<file path="config.mk">
export PLATFORM = sky130hd
export DESIGN_NAME = fetch_stage
export DESIGN_NICKNAME = d
export VERILOG_FILES = /design/src/rtl/fetch_pkg.sv /design/src/rtl/fetch_stage.sv
export VERILOG_INCLUDE_DIRS = /design/src /design/src/include
export SDC_FILE = /design/constraint.sdc
export NUM_CORES = 1
export LEC_CHECK = 0
export BUFFER_PORTS_ARGS = -buffer_cell sky130_fd_sc_hd__buf_4
export CORE_ASPECT_RATIO = 1.2
export CORE_MARGIN = 2
export CORE_UTILIZATION = 51
export CTS_BUF_LIST = sky130_fd_sc_hd__clkbuf_16
export CTS_CLUSTER_DIAMETER = 50
export DETAILED_ROUTE_END_ITERATION = 7
export PLACE_DENSITY_LB_ADDON = 0.3
export REMOVE_ABC_BUFFERS = 1
export SYNTH_ARGS = -nofsm -noshare
export SYNTH_HDL_FRONTEND = slang
export SYNTH_SLANG_ARGS = --single-unit
</file>
<file path="constraint.sdc">
create_clock -name clock -period 5.2 [get_ports clock]
set_input_delay 0.52 -clock clock [delete_from_list [all_inputs] [get_ports clock]]
set_output_delay 0.52 -clock clock [all_outputs]
set_load 0.02 [all_outputs]
</file>
<file path="src/include/fetch_defs.svh">
`ifndef FETCH_DEFS_SVH
`define FETCH_DEFS_SVH

// datapath widths
`define FETCH_XLEN        64                    // program counter width
`define FETCH_INST_W      32                    // one instruction
`define FETCH_IMEM_AW     8                     // word index width
`define FETCH_IMEM_DEPTH  (1 << `FETCH_IMEM_AW) // 256 words of 64 bits
`define FETCH_LAT_W       4                     // latency field width
`define FETCH_RESET_LAT   4'd2                  // access latency out of reset

// apb port shape
`define FETCH_APB_AW      12
`define FETCH_APB_DW      32

// register map, byte offsets
`define FETCH_REG_CTRL    12'h000  // bit 0 run
`define FETCH_REG_LAT     12'h004  // access latency, never 0
`define FETCH_MEM_BASE    12'h800  // halves 0x800..0xffc

`endif

</file>
<file path="src/rtl/fetch_pkg.sv">
`include "fetch_defs.svh"

package fetch_pkg;

  // packet handed to decode
  typedef struct packed {
    logic                     valid;
    logic [`FETCH_INST_W-1:0] inst;
    logic [`FETCH_XLEN-1:0]   npc;   // pc + 4 of this instruction
  } fetch_packet_t;

  // taken branch from execute
  typedef struct packed {
    logic                   take_branch;
    logic [`FETCH_XLEN-1:0] target;
  } redirect_t;

  // writeback retirement, one cycle pulse
  typedef struct packed {
    logic valid;
  } retire_t;

  //////////////////////////////////////////////////////////////////////
  // memory word, seen as one raw word or as two instructions
  typedef struct packed {
    logic [`FETCH_INST_W-1:0] hi;  // pc bit 2 set
    logic [`FETCH_INST_W-1:0] lo;
  } imem_pair_t;

  typedef union packed {
    logic [2*`FETCH_INST_W-1:0] raw;
    imem_pair_t                 pair;
  } imem_word_u;

  //////////////////////////////////////////////////////////////////////
  // apb slave side
  typedef struct packed {
    logic                     psel;
    logic                     penable;
    logic                     pwrite;
    logic [`FETCH_APB_AW-1:0] paddr;
    logic [`FETCH_APB_DW-1:0] pwdata;
  } apb_req_t;

  typedef struct packed {
    logic [`FETCH_APB_DW-1:0] prdata;
    logic                     pready;
    logic                     pslverr;
  } apb_rsp_t;

  // one half write into the store
  typedef struct packed {
    logic                      en;
    logic [`FETCH_IMEM_AW-1:0] addr;  // word index
    logic                      half;  // 1 selects hi
    logic [`FETCH_INST_W-1:0]  data;
  } mem_wr_t;

endpackage

</file>
<file path="src/rtl/fetch_stage.sv">
`timescale 1ns/1ps
`include "fetch_defs.svh"

// program counter, next pc select and the fetch packet
module fetch_stage (
  input  logic                       clock,
  input  logic                       reset,
  input  logic                       fetch_allow,  // gate fsm says go
  input  logic                       mem_valid,    // memory data settled
  input  logic                       run,
  input  fetch_pkg::redirect_t       redirect,
  input  fetch_pkg::imem_word_u      fetch_word,
  output logic [`FETCH_IMEM_AW-1:0]  fetch_addr,
  output logic                       pc_load,      // restarts the latency timer
  output fetch_pkg::fetch_packet_t   f_packet
);

  logic [`FETCH_XLEN-1:0] pc;
  logic [`FETCH_XLEN-1:0] pc_plus_4;
  logic [`FETCH_XLEN-1:0] next_pc;
  logic                   pc_en;
  logic                   run_q;      // run one cycle back
  logic                   run_rise;

  assign pc_plus_4 = pc + `FETCH_XLEN'(4);

  // a taken branch beats both the sequential pc and the stall
  assign next_pc = redirect.take_branch ? redirect.target : pc_plus_4;
  assign pc_en   = f_packet.valid || redirect.take_branch;

  always_ff @(posedge clock) begin
    if (reset)
      pc <= '0;               // boot from address 0
    else if (pc_en)
      pc <= next_pc;
  end

  //////////////////////////////////////////////////////////////////////
  // timer restart: every pc change, plus the first cycle of run

  always_ff @(posedge clock) begin
    if (reset)
      run_q <= 1'b0;
    else
      run_q <= run;
  end

  assign run_rise = run && !run_q;
  assign pc_load  = pc_en || run_rise;

  //////////////////////////////////////////////////////////////////////
  // packet

  assign fetch_addr = pc[`FETCH_IMEM_AW+2:3];  // 64-bit word holding pc

  assign f_packet.valid = fetch_allow && mem_valid;
  assign f_packet.inst  = pc[2] ? fetch_word.pair.hi : fetch_word.pair.lo;
  assign f_packet.npc   = pc_plus_4;            // travels with the instruction

endmodule

</file>
==> impl_metrics.toml <==
[worst_setup_path]
endpoint_kind = "output port"
critPathArrivalTime_ps = 3390
cp_max_fo = 37
cp_num_buf_inv = 3
worstPathRequired_ps = 4680
crit_path_frequent_cell = "buf_4"
critPathKind = "reg -> out"
startpoint_type = "register"
crit_chain = "buf_4 -> ha_1 -> nand3_1 -> nor4_4 -> buf_4 -> nand4_1 -> nor3_1 -> xor2_1 -> buf_4"
path_delay_family = "simple AND/OR/NAND/NOR gates"
critPathMaxStageDelay_ps = 450
cp_slowest_cell = "nand4_1"

[routing]
postRouteAntennaNets = 0
vias = 6007
first_pass_iters = 5
wl_per_cell_um = 19.6
drc = 0
routed_wl_mm = 19.3
vias_per_cell = 6.09
drt_iter0_drc = 492

[timing]
worstMarginPinSlew_ps = 847
skew_ps = 5.77
whs_ps = 419
drv_slew = 0
finalSetupTns_ps = 0
relSlewSlack_pct = 43.4
max_freq_ghz = 0.256
fin_ws_ps = 1290
hold_viol_final = 0
fin_crit_sh_pct = 75.2
min_period_ps = 3910
setup_viol = 0
rsz0062_at_grt = "false"

[cells_and_area]
final_nets = 994
layout_common_cells = "buf_4, nor2_1, dfxtp_1, xor2_1, nand2_1"
multi_input_area_mm2 = 0.00346
mostFrequentLayoutCell = "buf_4"
regArea_mm2 = 0.00130
area_growth_pct = 39.2
fillers = 734
finalNonFillerCells = 987
diodes = 0
drive_gt1_share_pct = 35.1

[yosys]
synth_cell_types = 48
yosys_warnings = 0
netlist_instances = 658
yosysSeqAreaShare_pct = 25.6
syn_area_mm2 = 0.00508
synth_edf_count = 0
async_flop_share_pct = 0
avgSynthCellArea_um2 = 7.72
synth_flop_cell = "dfxtp_1"
synth_seq_cells = 65

[floorplanning]
rows = 39
die_h_um = 113
die-width_um = 95.1
fp.dieArea_mm2 = 0.0108
core_mm2 = 0.00961
ioPinCount = 240
start_util_pct = 52.9

[cts]
post_cts_buffers = 0
cts.sinks = 65
htree_levels = 3
clock_latency_ps = 340
numCtsBuffers = 9
cts_hold_buf = 0
clk_path_buf_depth = 2
cts_tree = "built"
cts_root_buf = "clkbuf_16"
cts_resized = 0
clk_pin_slew_ps = 60

[global_route]
grtUsageMet3_pct = 7.72
grt.met2_usage_pct = 62.4
grt_usage_pct = 35.1
grt_pass1_wl_mm = 29.4
grt.busiest_layer = "met2"
grt_max_degree = 66
grt_overflow = 0
met1_usage_pct = 40.4
antenna_found_initial = 0
grt_pass1_vias = 5656

[power]
power.leakage_nw = 2.97
total_power_mw = 1.55
ir_worst_vdd_uv = 162
power_density_mw_per_mm2 = 220

[placed_design]
dp_hpwl_mm = 14.5
place.gp.congestion = 0.944
dp_slack_ps = 1690
io_buffers = 239
placed_cells = 971

[status]
status = "complete, no violations"

[flow_run]
max_cap_violations = 0

[worst_hold_path]
hold_path.class = "in -> reg"
-- cells in the mapped netlist, drive strengths merged (2+ instances only) --
cell     count  area [um^2]
nand2       45          169
and2         2         12.5
buf         25          140
or4         17          128
mux2i        5         50.1
and4         2         17.5
nor4        13          111
inv         17         63.8
a2111oi      2         18.8
nand3       38          213
o21ai       17         85.1
mux2        32          360
dfxtp       65         1300
and3         7         43.8
o31a         2         17.5
or3         18          113
xnor2       36          315
o31ai       16          120
o21a         4         30.0
nor2b        2         12.5
clkbuf      29          113
nor2        97          364
a21oi       15         75.1
xor2        49          429
a311oi      30          263
nand4       31          225
a211oi      13         97.6
nor3        20          116
-- layout make-up --
cell class	instances	share of cell area, %
timing repair buffer	244	25.9
clock buffer	9	3.19
clock inverter	7	0.442
inverter	17	0.902
multi-input combinational	522	49.0
sequential	65	18.4
tap	123	2.18
-- state kept, by name, indices dropped and copies added (netlist names) --
name	cells
pc	64
run_q	1
-- logic make-up after synthesis --
group	after synthesis	synth area share (%)
AO/OA/AOI/OAI	102	14.4
XOR/XNOR	85	14.7
adder cells (fa/ha/maj)	1	0.246
buffers and inverters	71	6.23
flip-flops	65	25.6
multiplexers	37	8.08
AND/OR/NAND/NOR	297	30.8
-- stage by stage --
step / utilization (%) / area (um^2)
after floorplan: - / 4830
after global placement: 70.9 / 6810
after detailed placement: 70.9 / 6810
after CTS: 73.6 / 7070
after global routing: 73.6 / 7070
final: 73.6 / 7070
-- routing by layer --
layer,share of wire [%],wire length [um]
met5,0,0
met4,3.7,715
met3,8.3,1600
met2,51,9870
met1,37,7140
-- final timing paths --
check / startpoint / to / cells after the start / slack, ps
hold / removal: redirect[8] / pc[8] / 3 / 420
setup reg to reg: pc[2] / pc[62] / 8 / 1970
setup / recovery: pc[2] / f_packet[62] / 9 / 1290
hold reg to reg: pc[63] / pc[63] / 2 / 510
-- report_power, final --
group / internal, mW / total (mW) / switching [mW] / leakage [nW]
Sequential: 0.533 / 0.588 / 0.0553 / 0.540
Clock: 0.314 / 0.544 / 0.230 / 0.143
Combinational: 0.209 / 0.423 / 0.213 / 2.29
Total: 1.06 / 1.55 / 0.499 / 2.97
-- worst min-delay path, delay by kind of cell --
| kind | cells | cell delay [ps] |
|---|---|---|
| and+or+nand+nor | 1 | 70 |
| muxes | 1 | 50 |
| buffers and inverters | 1 | 80 |
Note: power is estimated with default switching activity, not from simulation.
