`src/include/fetch_defs.svh`:
```
`ifndef FETCH_DEFS_SVH
`define FETCH_DEFS_SVH

// datapath widths
`define FETCH_XLEN        64                    // program counter width
`define FETCH_INST_W      32                    // one instruction
`define FETCH_IMEM_AW     8                     // word index width
`define FETCH_IMEM_DEPTH  (1 << `FETCH_IMEM_AW) // 256 words of 64 bits
`define FETCH_LAT_W       4                     // latency field width
`define FETCH_RESET_LAT   4'd2                  // access latency out of reset

// apb port shape
`define FETCH_APB_AW      12
`define FETCH_APB_DW      32

// register map, byte offsets
`define FETCH_REG_CTRL    12'h000  // bit 0 run
`define FETCH_REG_LAT     12'h004  // access latency, never 0
`define FETCH_MEM_BASE    12'h800  // halves 0x800..0xffc

`endif

```
`src/rtl/imem_latency_timer.sv`:
```
`timescale 1ns/1ps
`include "fetch_defs.svh"

// models instruction memory access time
module imem_latency_timer (
  input  logic                    clock,
  input  logic                    reset,
  input  logic                    start,      // new pc this edge
  input  logic [`FETCH_LAT_W-1:0] latency,
  output logic                    mem_valid
);

  logic [`FETCH_LAT_W-1:0] count;  // cycles left until data valid

  always_ff @(posedge clock) begin
    if (reset) begin
      count     <= '0;
      mem_valid <= 1'b0;            // nothing fetched yet
    end else if (start) begin
      count     <= latency;         // restart, even mid count
      mem_valid <= 1'b0;
    end else if (count != '0) begin
      count <= count - 1'b1;
      // last step of the countdown, data is there next cycle
      if (count == `FETCH_LAT_W'(1))
        mem_valid <= 1'b1;
    end
  end

  // a zero latency would never raise mem_valid
  a_lat_nonzero : assert property (@(posedge clock) disable iff (reset)
    start |-> (latency != '0));

endmodule

```
`config.mk`:
```
export PLATFORM = sky130hd
export DESIGN_NAME = imem_latency_timer
export DESIGN_NICKNAME = d
export VERILOG_FILES = /design/src/rtl/imem_latency_timer.sv
export VERILOG_INCLUDE_DIRS = /design/src /design/src/include
export SDC_FILE = /design/constraint.sdc
export NUM_CORES = 1
export LEC_CHECK = 0
export BUFFER_PORTS_ARGS = -buffer_cell sky130_fd_sc_hd__buf_2
export CAP_MARGIN = 20
export CORE_AREA = 2 2 39 41
export DETAILED_ROUTE_END_ITERATION = 10
export DIE_AREA = 0 0 41 43
export GPL_ROUTABILITY_DRIVEN = 0
export HOLD_SLACK_MARGIN = 0.03
export SYNTH_ARGS = -nofsm -noshare
export SYNTH_HDL_FRONTEND = slang
export SYNTH_SLANG_ARGS = --single-unit
```
`constraint.sdc`:
```
create_clock -name clock -period 2.9 [get_ports clock]
set_input_delay 0.87 -clock clock [delete_from_list [all_inputs] [get_ports clock]]
set_output_delay 0.87 -clock clock [all_outputs]
set_load 0.1 [all_outputs]
```
==> flow_summary.yaml, run 1 <==
job:
  maxCapViolCount: 0
sta:
  hold-worst-slack_ns: 0.495
  rsz0062_at_grt: "no"
  min_period_over_period_pct: 64.2
  final-max-slew-violation-count: 0
  tns_ns: 0
  min_period_ns: 1.86
  fin_skew_ns: 0.000769
  hold_viol_final: 0
  fmax_ghz: 0.537
  worst_pin_slew_ns: 0.520
  max_slew_margin_pct: 65.3
  setup_violations: 0
synthesis:
  synth-compound-area-share_pct: 15.5
  synthCells: 30
  yosysTopAreaCellShare_pct: 36.4
  yosys.area_share.simple_pct: 21.4
  ys_seq_area_share_pct: 36.4
  synth.area.mux_share_pct: 4.09
  synthDistinctLibCells: 17
  synth-adder-area-share_pct: 13.6
  synth-async-reset-ratio_pct: 0
  synth_ff_type: "dfxtp_1"
  synth_area_leaders: "dfxtp_1 (36%), ha_1 (14%), xnor2_1 (6.4%), nand2_1 (5.5%), o22ai_1 (4.5%)"
  yosys_warnings: 0
  synth_top_cell_by_area: "dfxtp_1"
  synth_edf_count: 0
  netlist_area_um2: 275
  synth_top_family_by_area: "simple AND/OR/NAND/NOR gates"
  ys_ff_latch: 5
  syn_nets: 40
  synth_xor_area_share_pct: 6.36
  avgSynthCellArea_um2: 9.18
drt:
  drtAntennaViolNets: 0
  wl_met1_um: 221
  routed_wl_um: 508
  vias: 245
  vias_per_cell: 4.30
  dr.pass1.iters: 2
  wl_met3_um: 21
  wl_met2_um: 265
  avgRoutedWirePerCell_um: 8.91
  drt_iter0_drc: 5
  drc: 0
  routed.top_layer: "met3"
cts:
  cts_setup_buffers: 0
  clock_sinks: 5
  clockRootBuffer: "clkbuf_4"
  postCtsResizedCells: 0
  cts_tree: "yes"
  clk_pin_slew_worst_paths_ns: 0.04
  ctsHtreeMaxLevel: 1
  clock_latency_ns: 0.24
  clockBufferDepth: 2
  holdBufCountCts: 0
  numCtsBuffers: 3
floorplan:
  rows: 14
  die_height_um: 43
  start_util_pct: 19.9
  die_w_um: 41
  dieArea_mm2: 0.00176
  core_mm2: 0.00138
  num_io_pins: 8
final_layout:
  final_nets: 52
  fin_util_pct: 25.8
  areaGrowthSynthToFinish_pct: 29.5
  diodes: 0
  fin_area_um2: 357
  drive_above_1_share_pct: 31.7
power:
  vdd_drop_max_v: 0.000177
  finalPower_uw: 220
  power_density_mw_per_mm2: 617
  leakage_uw: 0.000152
setup_path:
  cp_num_buf_inv: 1
  cp-end-kind: "primary output"
  path_class: "flip-flop to primary output"
  max_stage_delay_ns: 0.43
  required_ns: 2.03
  start_kind: "flip-flop"
  cp-startpoint: "mem_valid"
  r2r-start: "count[0]"
  r2r-end: "count[1]"
  crit_family: "buffers and inverters"
  setup.worst_path.end: "mem_valid"
  r2r_cells: 5
  crit_chain: "buf_2"
  cp_max_fo: 2
  cp.depth: 1
  reg2reg_slack_ns: 1.25
  arrival_ns: 0.99
  critPathSlowestCell: "buf_2"
global_route:
  grt_max_degree: 8
  track_usage_pct: 7.72
  first_global_vias: 239
  grt_pass1_wl_um: 855
  grt-ovfl-total: 0
  antenna_found_initial: 0
placed_design:
  io_buffers: 7
  dpl_cell_area_um2: 330
worst_hold_path:
  hp-class: "flip-flop to flip-flop"
  whs_path_depth: 2
outcome:
  status: "complete, no violations"
==> routing by layer <==
metal	vias to the layer above	track usage (%)
met3	0	1.57
met2	6	11.6
met4	0	10.0
li1	127	-
met5	-	0
met1	112	7.03
==> worst min-delay path, cell delays in order, from the launching register on <==
cell and delay, ns:
dfxtp_1 0.33, nor2_1 0.05, nor2_1 0.08
==> power breakdown <==
part / internal, uW / total, uW / leakage (uW) / switching [uW]
combinational: 29.5 / 57.8 / 0.0000955 / 28.3
clock: 51.9 / 79.0 / 0.0000150 / 27.1
sequential: 76.4 / 83.0 / 0.0000413 / 6.62
==> how the worst min path moves through the flow <==
stage,start,end
floorplan,count[3],mem_valid
detailed placement,mem_valid,mem_valid
finish,mem_valid,mem_valid
CTS,mem_valid,mem_valid
global route,mem_valid,mem_valid
global placement,mem_valid,mem_valid
==> layout make-up <==
type                       instances  area (um^2)
timing repair buffer               7         35.0
multi-input combinational         23          168
inverter                           2         7.51
fill                             162         1030
tap                               16         20.0
sequential                         5          100
clock buffer                       4         26.3
==> registers in the layout, summed over array words and instances, names as in the netlist <==
name / cells
mem_valid: 1
count: 4
==> layout by cell type, fill, tap and decap left out, drive strengths merged <==
master and n:
nor2 2, mux2 1, o31ai 1, nor3b 1, dfxtp 5, a21oi 2, or4 1, ha 3
nor4b 1, xnor2 2, or2 1, buf 7, inv 2, clkbuf 4, or3 1, o22ai 2
a211o 1, nand2 4
==> kinds of logic after synthesis <==
family | after synthesis
muxes | 1
buffers and inverters | 2
xor gates and xnor gates | 2
DFF | 5
adders and majority gates | 3
AOI/OAI and AO/OA | 6
and+or+nand+nor | 11
==> synthesized netlist by cell type, types with 2 or more instances <==
cell	n
o22ai_1	2
dfxtp_1	5
xnor2_1	2
ha_1	3
inv_1	2
nor2_1	2
nand2_1	4
==> through the flow <==
step	setup WS [ns]	cells
2_1_floorplan	1.11	30
3_3_place_gp	1.26	53
3_5_place_dp	1.26	53
4_1_cts	1.02	57
5_1_grt	1.02	57
6_report	1.04	57
(Power assumes the default switching activity.)
==> inputs of run 2 (changes only) <==
Clock period 2.9 ns to 1.6 ns, I/O delays scaled along.
==> run 2 against run 1 <==
Compared with the run above: count of clock-buffer cells in the layout unchanged; total power up 94%; via count up 3.7%; sequential share of layout area down 2.5 points; cell count up 7.0%; register-to-register slack worse by 1.0 ns; critical path type unchanged.
==> flow_summary.yaml, run 2 (synthesized netlist as in run 1, its figures left out) <==
outcome:
  status: "complete, no violations"
placed_design:
  io_buffers: 7
  hpwlAfterDp_um: 415
global_route:
  track_usage_pct: 7.94
  antenna_found_initial: 0
  grt-ovfl-total: 0
  grt_max_degree: 8
  first_global_vias: 243
  grt_pass1_wl_um: 903
worst_hold_path:
  hp-class: "input port to flip-flop"
  holdCritStartpoint: "reset"
cts:
  clock_latency_ns: 0.24
  clock_sinks: 5
  ctsHtreeMaxLevel: 1
  numCtsBuffers: 3
  clockRootBuffer: "clkbuf_4"
  clk_pin_slew_worst_paths_ns: 0.04
  holdBufCountCts: 0
  cts_tree: "yes"
  postCtsResizedCells: 0
  cts_setup_buffers: 0
  clockBufferDepth: 2
final_layout:
  areaGrowthSynthToFinish_pct: 42.3
  diodes: 0
  drive_above_1_share_pct: 40.0
  final-seq-area_um2: 100
  multi_input_area_um2: 173
  regMostFlops: "count"
  final_nets: 56
  n_fill_cell: 137
  largest_reg_flops: 4
  mostFrequentLayoutCells: "buf_2 (7), dfxtp_1 (5), nand2_1 (4), buf_4 (4)"
  largestRegisters: "count x4, mem_valid x1"
  layout_commonest_cell: "buf_2"
floorplan:
  die_w_um: 41
  die_height_um: 43
  core_mm2: 0.00138
  num_io_pins: 8
  start_util_pct: 19.9
  dieArea_mm2: 0.00176
  rows: 14
setup_path:
  required_ns: 1.12
  cp_max_fo: 2
  cp-startpoint: "mem_valid"
  path_class: "flip-flop to primary output"
  start_kind: "flip-flop"
  cp_num_buf_inv: 1
  crit_chain: "buf_2"
  crit_family: "buffers and inverters"
  cp-end-kind: "primary output"
  critPathSlowestCell: "buf_2"
  arrival_ns: 0.99
  r2r-start: "count[0]"
  max_stage_delay_ns: 0.43
sta:
  tns_ns: 0
  max_slew_margin_pct: 67.7
  fin_skew_ns: 0.00121
  setup_violations: 0
  rsz0062_at_grt: "no"
  final-max-slew-violation-count: 0
  worst_pin_slew_ns: 0.487
  min_period_over_period_pct: 92.0
  min_period_ns: 1.47
  fmax_ghz: 0.680
  hold-worst-slack_ns: 0.451
  hold_viol_final: 0
drt:
  routed_wl_um: 533
  vias: 254
  drt_iter0_drc: 1
  drc: 0
  avgRoutedWirePerCell_um: 8.74
  vias_per_cell: 4.16
  dr.pass1.iters: 4
  drtAntennaViolNets: 0
power:
  leakage_uw: 0.000174
  power_density_mw_per_mm2: 1090
  vdd_drop_max_v: 0.000408
job:
  maxCapViolCount: 0
-- run 2: metal layers --
metal | wire length (um) | vias up | part of all wire (%) | GRT usage [%]
li1 | - | 138 | - | -
met2 | 227 | 12 | 43 | 10.9
met4 | 20 | 0 | 3.8 | 8.00
met5 | 0 | - | 0 | 0
met3 | 47 | 2 | 8.8 | 2.09
met1 | 237 | 102 | 44 | 9.03
-- run 2: report_power, final --
group	internal, uW	total [uW]	switching (uW)	leakage (uW)
Combinational	73.5	129	55.7	0.000117
Clock	94.4	147	53.0	0.0000150
Sequential	138	149	11.0	0.0000413
Total	306	426	120	0.000174
-- run 2: final cells by class --
type | instances | area share [%]
Clock buffer | 4 | 6.71
Sequential cell | 5 | 25.6
Inverter | 2 | 1.92
Tap cell | 16 | 5.11
Timing Repair Buffer | 11 | 16.6
Multi-Input combinational cell | 23 | 44.1
-- run 2: final timing paths --
kind / slack, ns / cells past startpoint / to
min: 0.45 / 2 / count[3]
max reg2reg: 0.22 / 4 / count[3]
max: 0.13 / 1 / mem_valid
min reg2reg: 0.48 / 2 / mem_valid
-- run 2: metrics by stage --
step	power, uW	cells	util, %	area (um^2)	setup slack, ns
3_3_place_gp	280	57	26.0	360	0.155
5_1_grt	454	61	28.3	392	0.104
2_1_floorplan	231	30	-	275	0.108
3_5_place_dp	278	57	26.0	360	0.0859
4_1_cts	430	61	27.9	387	0.0733
6_report	426	61	28.3	392	0.129
==> inputs of run 3 (changes only) <==
Settings changed: ABC_AREA set to 1, RECOVER_POWER set to 25.
==> run 3 against run 2 <==
Compared with the run above: wire length increased by 6.6%; worst setup slack improved by 0.017 ns; sequential share of layout area increased by 0.41 points; utilization decreased by 0.45 points; clock power about the same.
==> flow_summary.yaml, run 3 <==
outcome:
  status: "complete, no violations"
cts:
  postCtsResizedCells: 0
  clk_pin_slew_worst_paths_ns: 0.05
  holdBufCountCts: 0
  ctsHtreeMaxLevel: 1
  cts_tree: "yes"
  clock_sinks: 5
  clockRootBuffer: "clkbuf_4"
  clock_latency_ns: 0.24
  numCtsBuffers: 3
  clockBufferDepth: 2
  cts_setup_buffers: 0
drt:
  vias_per_cell: 4.06
  vias: 292
  drc: 0
  dr.pass1.iters: 1
  routed_wl_um: 568
  drtAntennaViolNets: 0
  drt_iter0_drc: 0
  avgRoutedWirePerCell_um: 7.89
worst_hold_path:
  holdCritStartpoint: "reset"
  whs_path_depth: 2
  hold_path_end: "count[0]"
  hp-class: "input port to flip-flop"
setup_path:
  cp.depth: 1
  crit_family: "buffers and inverters"
  start_kind: "flip-flop"
  cp-startpoint: "mem_valid"
  r2r_cells: 5
  max_stage_delay_ns: 0.42
  r2r-end: "count[1]"
  arrival_ns: 0.97
  critPathSlowestCell: "buf_2"
  reg2reg_slack_ns: 0.39
  path_class: "flip-flop to primary output"
  crit_chain: "buf_2"
  cp-end-kind: "primary output"
  cp_num_buf_inv: 1
  required_ns: 1.12
  r2r-start: "count[0]"
  cp_max_fo: 2
final_layout:
  diodes: 0
  n_fill_cell: 152
  final-seq-area_um2: 100
  drive_above_1_share_pct: 21.4
  fin_util_pct: 27.8
  multi_input_area_um2: 174
  final_nets: 67
  largestRegisters: "count x4, mem_valid x1"
  areaGrowthSynthToFinish_pct: 24.7
  layout_commonest_cell: "nand2_1"
  mostFrequentLayoutCells: "nand2_1 (9), inv_1 (7), buf_2 (7)"
  regMostFlops: "count"
  largest_reg_flops: 4
synthesis:
  yosys_warnings: 0
  synth_ff_type: "dfxtp_1"
  synth_common_cells: "nand2_1 (9), inv_1 (7), dfxtp_1 (5)"
  synth_most_common_cell: "nand2_1"
  synthDistinctLibCells: 14
  synthCells: 45
  synth_area_leaders: "dfxtp_1 (32%), ha_1 (12%), nand2_1 (11%), inv_1 (8.5%), a21oi_1 (6.5%)"
  ys_seq_area_share_pct: 32.4
  avgSynthCellArea_um2: 6.87
  synth-async-reset-ratio_pct: 0
  synth_top_cell_by_area: "dfxtp_1"
  synth_edf_count: 0
  yosysTopAreaCellShare_pct: 32.4
  ys_ff_latch: 5
  netlist_area_um2: 309
  syn_nets: 55
global_route:
  antenna_found_initial: 0
  track_usage_pct: 8.54
  grt-ovfl-total: 0
  grt_max_degree: 9
  first_global_vias: 246
  grt_pass1_wl_um: 1010
sta:
  final-max-slew-violation-count: 0
  fmax_ghz: 0.688
  max_slew_margin_pct: 68.1
  min_period_over_period_pct: 90.9
  fin_skew_ns: 0.00499
  worst_pin_slew_ns: 0.482
  rsz0062_at_grt: "no"
  hold_viol_final: 0
  fin_ws_ns: 0.146
  setup_violations: 0
  tns_ns: 0
  min_period_ns: 1.45
floorplan:
  start_util_pct: 22.3
  dieArea_mm2: 0.00176
  die_height_um: 43
  num_io_pins: 8
  rows: 14
  core_mm2: 0.00138
  die_w_um: 41
placed_design:
  pre_cts_ws_ns: 0.396
  hpwlAfterDp_um: 451
  io_buffers: 7
power:
  power_density_mw_per_mm2: 1020
  vdd_drop_max_v: 0.000410
  leakage_uw: 0.000188
job:
  maxCapViolCount: 0
run 3: changes by cell type in the layout (fill, tap and decap cells not counted), sizes merged, moves of 2 or more:
cell,previous run,this run
inv,2,8
o22ai,2,0
a21oi,2,4
nand4,0,2
nand3,0,4
nand2,4,9
buf,11,7
nor2,2,5
xnor2,2,0
o21ai,0,3
run 3: worst max path at each step:
stage,to,slack [ns]
floorplan,mem_valid,0.20
global placement,mem_valid,0.40
detailed placement,count[1],0.40
CTS,mem_valid,0.13
global route,mem_valid,0.11
finish,mem_valid,0.15
run 3: cell type report:
type / count / area share, %
Tap cell: 16 / 5.19
Multi-Input combinational cell: 32 / 45.1
Inverter: 8 / 7.79
Sequential cell: 5 / 26.0
Timing Repair Buffer: 7 / 9.09
Clock buffer: 4 / 6.82
run 3: metal layers:
metal	track usage (%)	routed length (um)
met4	6.00	0
met2	10.3	265
met3	3.14	34
met5	0	0
met1	11.9	268
run 3: cell families (layout without fill, tap and decap cells):
family          after synthesis  count (layout)  share of synthesized area [%]
compound gates                7               7                           11.3
fa+ha+maj                     3               3                           12.1
buf+inv                       8              19                           9.72
flops                         5               5                           32.4
simple gates                 22              22                           34.4
run 3: power by group:
group / total (uW) / switching [uW] / internal, uW
combinational: 93.1 / 55.9 / 37.3
clock: 150 / 55.2 / 94.5
sequential: 150 / 11.2 / 138
run 3: metrics by stage:
stage	total power [uW]	cell area [um^2]	cells	hold slack, ns
floorplan	225	309	45	0.471
global placement	247	364	68	0.433
detailed placement	249	364	68	0.436
CTS	405	390	72	0.404
global route	429	385	72	0.418
finish	393	385	72	0.412
