`src/include/fetch_defs.svh`:
```
`ifndef FETCH_DEFS_SVH
`define FETCH_DEFS_SVH

// datapath widths
`define FETCH_XLEN        64                    // program counter width
`define FETCH_INST_W      32                    // one instruction
`define FETCH_IMEM_AW     8                     // word index width
`define FETCH_IMEM_DEPTH  (1 << `FETCH_IMEM_AW) // 256 words of 64 bits
`define FETCH_LAT_W       4                     // latency field width
`define FETCH_RESET_LAT   4'd2                  // access latency out of reset

// apb port shape
`define FETCH_APB_AW      12
`define FETCH_APB_DW      32

// register map, byte offsets
`define FETCH_REG_CTRL    12'h000  // bit 0 run
`define FETCH_REG_LAT     12'h004  // access latency, never 0
`define FETCH_MEM_BASE    12'h800  // halves 0x800..0xffc

`endif

```
`src/rtl/fetch_pkg.sv`:
```
`include "fetch_defs.svh"

package fetch_pkg;

  // packet handed to decode
  typedef struct packed {
    logic                     valid;
    logic [`FETCH_INST_W-1:0] inst;
    logic [`FETCH_XLEN-1:0]   npc;   // pc + 4 of this instruction
  } fetch_packet_t;

  // taken branch from execute
  typedef struct packed {
    logic                   take_branch;
    logic [`FETCH_XLEN-1:0] target;
  } redirect_t;

  // writeback retirement, one cycle pulse
  typedef struct packed {
    logic valid;
  } retire_t;

  //////////////////////////////////////////////////////////////////////
  // memory word, seen as one raw word or as two instructions
  typedef struct packed {
    logic [`FETCH_INST_W-1:0] hi;  // pc bit 2 set
    logic [`FETCH_INST_W-1:0] lo;
  } imem_pair_t;

  typedef union packed {
    logic [2*`FETCH_INST_W-1:0] raw;
    imem_pair_t                 pair;
  } imem_word_u;

  //////////////////////////////////////////////////////////////////////
  // apb slave side
  typedef struct packed {
    logic                     psel;
    logic                     penable;
    logic                     pwrite;
    logic [`FETCH_APB_AW-1:0] paddr;
    logic [`FETCH_APB_DW-1:0] pwdata;
  } apb_req_t;

  typedef struct packed {
    logic [`FETCH_APB_DW-1:0] prdata;
    logic                     pready;
    logic                     pslverr;
  } apb_rsp_t;

  // one half write into the store
  typedef struct packed {
    logic                      en;
    logic [`FETCH_IMEM_AW-1:0] addr;  // word index
    logic                      half;  // 1 selects hi
    logic [`FETCH_INST_W-1:0]  data;
  } mem_wr_t;

endpackage

```
`src/rtl/apb_fetch_regs.sv`:
```
`timescale 1ns/1ps
`include "fetch_defs.svh"

// apb slave: ctrl and latency registers plus the instruction memory window
module apb_fetch_regs (
  input  logic                      clock,
  input  logic                      reset,
  input  fetch_pkg::apb_req_t       apb_req,
  output fetch_pkg::apb_rsp_t       apb_rsp,
  output logic                      run,
  output logic [`FETCH_LAT_W-1:0]   latency,
  output fetch_pkg::mem_wr_t        mem_wr,
  output logic [`FETCH_IMEM_AW-1:0] mem_rd_addr,
  output logic                      mem_rd_half,
  input  logic [`FETCH_INST_W-1:0]  mem_rd_data
);

  logic access;    // second apb phase
  logic is_ctrl;
  logic is_lat;
  logic is_mem;
  logic mem_rd;    // access is a memory read
  logic rd_wait;   // wait state already spent
  logic err;
  logic wr_fire;   // accepted write, ends this cycle

  //////////////////////////////////////////////////////////////////////
  // decode

  assign access  = apb_req.psel && apb_req.penable;
  assign is_ctrl = (apb_req.paddr == `FETCH_REG_CTRL);
  assign is_lat  = (apb_req.paddr == `FETCH_REG_LAT);
  assign is_mem  = (apb_req.paddr >= `FETCH_MEM_BASE)
                && (apb_req.paddr[1:0] == 2'b00);  // halves are word aligned
  assign mem_rd  = is_mem && !apb_req.pwrite;

  // rejected writes leave every register and the memory alone
  always_comb begin
    err = 1'b0;
    if (!(is_ctrl || is_lat || is_mem))
      err = 1'b1;                                  // unmapped
    else if (apb_req.pwrite && is_lat && apb_req.pwdata[`FETCH_LAT_W-1:0] == '0)
      err = 1'b1;                                  // zero latency
    else if (apb_req.pwrite && is_mem && run)
      err = 1'b1;                                  // program is live
  end

  //////////////////////////////////////////////////////////////////////
  // response

  // memory reads wait one cycle for the registered store port
  assign apb_rsp.pready  = access && (!mem_rd || rd_wait);
  assign apb_rsp.pslverr = apb_rsp.pready && err;

  always_comb begin
    apb_rsp.prdata = '0;
    if (is_ctrl)
      apb_rsp.prdata = {{(`FETCH_APB_DW-1){1'b0}}, run};
    else if (is_lat)
      apb_rsp.prdata = {{(`FETCH_APB_DW-`FETCH_LAT_W){1'b0}}, latency};
    else if (is_mem)
      apb_rsp.prdata = mem_rd_data;
  end

  always_ff @(posedge clock) begin
    if (reset)
      rd_wait <= 1'b0;
    else
      rd_wait <= access && mem_rd && !rd_wait;  // set for exactly one cycle
  end

  //////////////////////////////////////////////////////////////////////
  // registers

  assign wr_fire = apb_rsp.pready && apb_req.pwrite && !err;

  always_ff @(posedge clock) begin
    if (reset) begin
      run     <= 1'b0;
      latency <= `FETCH_RESET_LAT;
    end else if (wr_fire) begin
      if (is_ctrl)
        run <= apb_req.pwdata[0];
      if (is_lat)
        latency <= apb_req.pwdata[`FETCH_LAT_W-1:0];
    end
  end

  // memory window, word index in paddr 10..3, half in bit 2
  assign mem_wr.en   = wr_fire && is_mem;
  assign mem_wr.addr = apb_req.paddr[`FETCH_IMEM_AW+2:3];
  assign mem_wr.half = apb_req.paddr[2];
  assign mem_wr.data = apb_req.pwdata;

  assign mem_rd_addr = apb_req.paddr[`FETCH_IMEM_AW+2:3];
  assign mem_rd_half = apb_req.paddr[2];

  //////////////////////////////////////////////////////////////////////
  // protocol checks

  a_penable_psel : assert property (@(posedge clock) disable iff (reset)
    apb_req.penable |-> apb_req.psel);

  a_paddr_stable : assert property (@(posedge clock) disable iff (reset)
    (access && !apb_rsp.pready) |=> $stable(apb_req.paddr));

endmodule

```
`config.mk`:
```
export PLATFORM = sky130hd
export DESIGN_NAME = apb_fetch_regs
export DESIGN_NICKNAME = d
export VERILOG_FILES = /design/src/rtl/fetch_pkg.sv /design/src/rtl/apb_fetch_regs.sv
export VERILOG_INCLUDE_DIRS = /design/src /design/src/include
export SDC_FILE = /design/constraint.sdc
export NUM_CORES = 1
export LEC_CHECK = 0
export BUFFER_PORTS_ARGS = -buffer_cell sky130_fd_sc_hd__buf_2
export CAP_MARGIN = 20
export CELL_PAD_IN_SITES_DETAIL_PLACEMENT = 0
export CELL_PAD_IN_SITES_GLOBAL_PLACEMENT = 1
export CORE_ASPECT_RATIO = 1.1
export CORE_MARGIN = 2
export CORE_UTILIZATION = 17
export DETAILED_ROUTE_END_ITERATION = 8
export PLACE_DENSITY_LB_ADDON = 0.12
export SETUP_SLACK_MARGIN = 0.3
export SYNTH_ARGS = -nofsm -noshare
export SYNTH_HDL_FRONTEND = slang
export SYNTH_SLANG_ARGS = --single-unit
export TNS_END_PERCENT = 50
```
`constraint.sdc`:
```
create_clock -name clock -period 3.8 [get_ports clock]
set_clock_uncertainty 0.15 [all_clocks]
set_input_delay 0.57 -clock clock [delete_from_list [all_inputs] [get_ports clock]]
set_output_delay 0.57 -clock clock [all_outputs]
set_load 0.1 [all_outputs]
```
==> metrics.yaml, run 1 <==
run_status:
  status: "finished, final reports clean"
grt:
  antenna_found_initial: 0
  grt_max_degree: 14
  grtUsageMet1: 0.0959
  grt_usage: 0.0917
  grt_pass1_wl_um: 4890
  grtUsageMet3: 0.0309
  grt.busiest_layer: "met2"
  overflow: 0
  grt_use_met2: 0.169
  grt_pass1_vias: 997
min_path:
  hold_path_depth: 3
  hp-class: "reg -> reg"
  holdCritStartpoint: "rd_wait$_SDFF_PP0_"
  min_to: "rd_wait$_SDFF_PP0_"
die:
  io_pins: 171
  die_w_um: 77.7
  fp-row-count: 29
  core_mm2: 0.00577
  start_util: 0.176
  die_h_um: 85.1
  dieArea_mm2: 0.00661
synthesis:
  synth-seq-cells: 6
  ys_top_cells_by_area: "buf_4 38%, and2_1 17%, dfxtp_1 12%"
  synthesis.area_mm2: 0.00102
  muxShareOfSynthArea: 0.0493
  yosys_warnings: 0
  yosysUniqueCellTypes: 26
  synth_compound_area_frac: 0.0690
  synth_xor_area_frac: 0
  synth_area_leader_cell: "buf_4"
  syn_nets: 212
  synthDominantCellAreaShare: 0.377
  syn_inst: 131
  syn-mean-instance-area_um2: 7.76
  synthAdderAreaFrac: 0
  async_reset_ff_frac: 0
  synth_top_family_by_area: "buffers and inverters"
  synth_edf_count: 0
  synth-simple-area-share: 0.368
  synth_common_cells: "51 x buf_4, 28 x and2_1, 7 x nand2_1, 6 x dfxtp_1, 5 x mux2i_1"
  yosysMostFrequentCell: "buf_4"
  seq_area_frac_synth: 0.118
  synthFlopType: "dfxtp_1"
cts:
  worstSkewPairLatency_ps: 210
  cts_resized: 0
  clockRootBuffer: "clkbuf_8"
  numCtsBuffers: 3
  cts_buffer_depth: 2
  cts_max_level: 1
  cts_hold_buf: 0
  clock_sinks: 6
  path_clk_slew_ps: 40
  post-cts-setup-buffers: 0
  cts_tree: "built"
sta:
  layout_min_cycle_time_ps: 2840
  fmax_ghz: 0.352
  drv_slew: 0
  period_share: 0.748
  worstMarginPinSlew_ps: 501
  hold_viol: 0
  grt_setup_unrepaired: "false"
  setup_slack_ps: 957
  slew_headroom: 0.668
  holdWs_ps: 337
  setup_viol: 0
route:
  wl_um: 3320
  drt-initial-drc-count: 20
  routedWlPerCell_um: 12.2
  ant_nets: 0
  viasPerCell: 3.86
  route.detailed.drc: 0
  vias: 1053
  first_pass_iters: 4
layout:
  nFillCells: 634
  syn2layout_area_growth_pct: 33.6
  layout.nets: 279
  drive_gt1_frac: 0.658
  multi_input_area_um2: 507
  fin_cells: 273
  seqCellArea_um2: 120
  num_antenna_cells: 0
  final_cell_area_mm2: 0.00136
job:
  maxCapViolations: 0
critical_path:
  worstPathArrival_ps: 2120
  required_ps: 3080
  ff2ff_path_depth: 2
  r2r_end: "latency[2]$_SDFFE_PP0P_"
  crit_fanout: 13
  crit-reg2reg-launch: "latency[2]$_SDFFE_PP0P_"
  start_kind: "input pin"
  r2r_slack_ps: 2800
  critPathLaunch: "apb_req[33]"
  crit_type: "in -> out"
  cp-end-kind: "output port"
placement:
  placedInstanceArea_mm2: 0.00132
  place.gp.congestion: 0.727
  pre_cts_slack_ps: 897
  place_hpwl_um: 2980
  port_buffers: 114
  placed_cells: 270
power_and_ir_drop:
  ir_worst_vdd_uv: 79.1
  powerDensity_mw_per_mm2: 294
  p_leak_nw: 0.759
-- layout by cell type (no fill, tap or decap) --
cell type,Yosys,final
mux2i_1,5,5
o311ai_0,1,1
nand3_1,2,2
and2_1,28,28
a32o_1,3,3
nor4b_4,1,1
nand3_2,1,1
and3_2,1,1
nor4_4,1,1
nor4bb_2,0,1
nor4_1,1,1
dfxtp_1,6,6
nor2_1,4,4
or2b_2,3,3
nor3b_4,0,1
inv_1,2,2
nor4_2,1,1
o21ai_1,0,1
o21a_1,1,1
or2b_1,1,1
buf_2,0,114
nand2_1,7,7
a21oi_1,2,2
nor3_1,2,2
o41ai_1,1,1
clkbuf_8,0,3
buf_4,51,2
-- report_power, final --
part           switching, mW  total, mW  leakage, nW  internal (mW)
Combinational          0.199      0.243        0.689         0.0437
Sequential         0.0000147     0.0634       0.0484         0.0634
Clock                 0.0250     0.0929       0.0216         0.0679
-- through the flow --
step / total power [mW] / utilization / setup TNS, ps
final: 0.399 / 0.235 / 0
after global routing: 0.413 / 0.235 / 0
after CTS: 0.402 / 0.235 / 0
after detailed placement: 0.309 / 0.228 / 0
after global placement: 0.309 / 0.228 / 0
after floorplan: 0.408 / - / -71.3
-- worst max-delay path by stage --
stage / end / cells past startpoint
6_report: apb_rsp[10] / 6
5_1_grt: apb_rsp[10] / 6
4_1_cts: apb_rsp[10] / 6
3_5_place_dp: apb_rsp[10] / 6
3_3_place_gp: apb_rsp[10] / 6
2_1_floorplan: apb_rsp[0] / 3
-- registers in the layout, summed over array words and instances, names as in the netlist --
signal and count:
latency 4, run 1, rd_wait 1
-- worst max-delay path, cell delays in order --
cell	delay, ps
buf_2	120
nor3b_4	420
buf_4	250
buf_4	170
and2_1	150
buf_2	430
-- layout make-up --
| type | instances | area share |
|---|---|---|
| repair buffers | 116 | 0.431 |
| flip-flops and latches | 6 | 0.0885 |
| multi-input cells | 69 | 0.373 |
| well taps | 77 | 0.0710 |
| clock buffers | 3 | 0.0304 |
| inverters | 2 | 0.00553 |
-- metal layers --
layer	up-vias	share of wire
met1	451	0.35
met3	12	0.12
li1	510	-
met4	0	0.011
met5	-	0
met2	80	0.52
-- kinds of logic (layout without fill, tap and decap cells) --
kind of cell           count (synthesis)  after routing
AOI/OAI and AO/OA                      9              9
and+or+nand+nor                       55             55
muxes                                  5              5
buffers and inverters                 56            121
DFF                                    6              6
(Power assumes the default switching activity.)
==> inputs of run 2 (changes only) <==
- CORE_UTILIZATION: 17 -> 16
- clock period: 3.8 -> 2.78 ns (I/O delays scaled with it)
==> metrics.yaml, run 2 (same netlist as run 1, synthesis figures left out) <==
layout:
  num_antenna_cells: 0  # unchanged
  regMostFlops: "latency"
  syn2layout_area_growth_pct: 87.4
  reg_top3: "latency (4), rd_wait (1), run (1)"
  layout_commonest_cell: "buf_2"
  layout.nets: 279  # unchanged
  final_cell_area_mm2: 0.00190  # +40%
  nFillCells: 660  # +4.1%
  largest_register_ffs: 4  # unchanged
  final_cell_mix: "80 x buf_2, 34 x buf_12, 28 x and2_1, 7 x nand2_1, 6 x dfxtp_1"
  drive_gt1_frac: 0.668  # +0.0102
job:
  maxCapViolations: 0  # unchanged
placement:
  placedInstanceArea_mm2: 0.00186  # +42%
  port_buffers: 114  # unchanged
  place_hpwl_um: 3190  # +6.9%
  place.gp.congestion: 0.654  # -10%
power_and_ir_drop:
  p_leak_nw: 0.864  # +14%
  powerDensity_mw_per_mm2: 317  # +7.9%
  ir_worst_vdd_uv: 96.2  # +22%
  total_power_uw: 604  # +51%
grt:
  antenna_found_initial: 0  # unchanged
  grt_max_degree: 22  # +8
  grt_pass1_vias: 1046  # +4.9%
  overflow: 0  # unchanged
  grt_usage: 0.0951  # +0.00342
  grt_pass1_wl_um: 5200  # +6.3%
sta:
  fin_setup_tns_ps: 0  # unchanged
  setup_viol: 0  # unchanged
  layout_min_cycle_time_ps: 2300
  worstMarginPinSlew_ps: 497  # -3.64 ps
  period_share: 0.827
  slew_headroom: 0.671  # +0.00241
  grt_setup_unrepaired: "false"
  fmax_ghz: 0.435
  hold_viol: 0  # unchanged
  drv_slew: 0  # unchanged
cts:
  clockRootBuffer: "clkbuf_8"
  cts_buffer_depth: 2  # unchanged
  cts_tree: "built"
  clock_sinks: 6  # unchanged
  cts_resized: 0  # unchanged
  path_clk_slew_ps: 40  # about the same
  numCtsBuffers: 3  # unchanged
  cts_max_level: 1  # unchanged
  cts_hold_buf: 0  # unchanged
  worstSkewPairLatency_ps: 220  # about the same
  post-cts-setup-buffers: 0  # unchanged
critical_path:
  ff2ff_path_depth: 3  # +1
  crit_type: "in -> out"
  crit_fanout: 6  # -7
  worstPathArrival_ps: 1730  # -390 ps
  slowest_delay_ps: 290  # -140 ps
  cp_slowest_cell: "nor4_4"
  worst-path-buf-inv: 2  # -2
  start_kind: "input pin"
  r2r_slack_ps: 1800  # -1000 ps
  r2r_end: "rd_wait$_SDFF_PP0_"
  crit-reg2reg-launch: "rd_wait$_SDFF_PP0_"
  required_ps: 2210  # -870 ps
  cp-end-kind: "output port"
  crit_family: "simple AND/OR/NAND/NOR gates"
  critical_path.cell_chain: "buf_2 -> nor4_4 -> nand3_2 -> nor2_1 -> o21a_1 -> buf_12"
route:
  wl_met1_um: 1310  # +11%
  dr_wl_met2_um: 1690  # -1.3%
  route.detailed.drc: 0  # unchanged
  vias: 1071  # +1.7%
  first_pass_iters: 4  # unchanged
  viasPerCell: 3.88  # +0.60%
  top_layer_used: "met4"
  drt-initial-drc-count: 15  # -25%
  ant_nets: 0  # unchanged
  met3_wirelength_um: 593  # +48%
  routedWlPerCell_um: 13.0  # +7.1%
  wl_um: 3600  # +8.3%
run_status:
  status: "finished, final reports clean"
die:
  start_util: 0.165  # -0.0111
  die_h_um: 87.6  # +2.9%
  fp-row-count: 30  # +3.4%
  io_pins: 171  # unchanged
  die_w_um: 80.0  # +2.9%
  dieArea_mm2: 0.00700  # +5.9%
  core_mm2: 0.00616  # +6.7%
min_path:
  min_to: "latency[0]$_SDFFE_PP0P_"
  hold_path_depth: 2  # -1
  hp-class: "reg -> reg"
  holdCritStartpoint: "latency[0]$_SDFFE_PP0P_"
==> run 2: layer usage <==
layer / vias to the layer above / global-route usage
li1: 516 / -
met1: 459 / 0.101
met2: 94 / 0.162
met3: 2 / 0.0577
met4: 0 / 0.0200
met5: - / 0
==> run 2: cell type report <==
class	count	area (um2)	area share
Clock buffer	3	41.3	0.0217
Timing Repair Buffer	116	1100	0.576
Inverter	2	7.51	0.00394
Multi-Input combinational cell	69	539	0.283
Sequential cell	6	120	0.0631
Tap cell	80	100	0.0526
==> run 2: worst min-delay path: stages (launching register included) <==
cell     delay, ps
dfxtp_1        320
nand2_1         60
mux2i_1         50
==> run 2: worst max-delay path by stage <==
stage / from / end / slack, ps / cells past startpoint
after CTS: apb_req[1] / apb_rsp[0] / 420 / 6
after floorplan: run$_SDFFE_PP0P_ / apb_rsp[2] / 190 / 2
after global routing: apb_req[36] / apb_rsp[0] / 360 / 6
final: apb_req[40] / apb_rsp[0] / 480 / 6
after global placement: apb_req[1] / apb_rsp[0] / 450 / 6
after detailed placement: apb_req[1] / apb_rsp[0] / 430 / 6
==> run 2: report_power, final <==
part           internal [mW]  switching (mW)
Combinational          0.102           0.283
Sequential            0.0866       0.0000235
Clock                 0.0933          0.0400
Total                  0.282           0.323
==> run 2: metrics by stage <==
| step | hold WS [ps] | worst slack [ps] | std cells | utilization |
|---|---|---|---|---|
| 5_1_grt | 362 | 365 | 276 | 0.309 |
| 3_3_place_gp | 320 | 448 | 273 | 0.303 |
| 3_5_place_dp | 335 | 427 | 273 | 0.303 |
| 4_1_cts | 341 | 419 | 276 | 0.309 |
| 2_1_floorplan | 345 | 189 | 131 | - |
| 6_report | 325 | 482 | 276 | 0.309 |
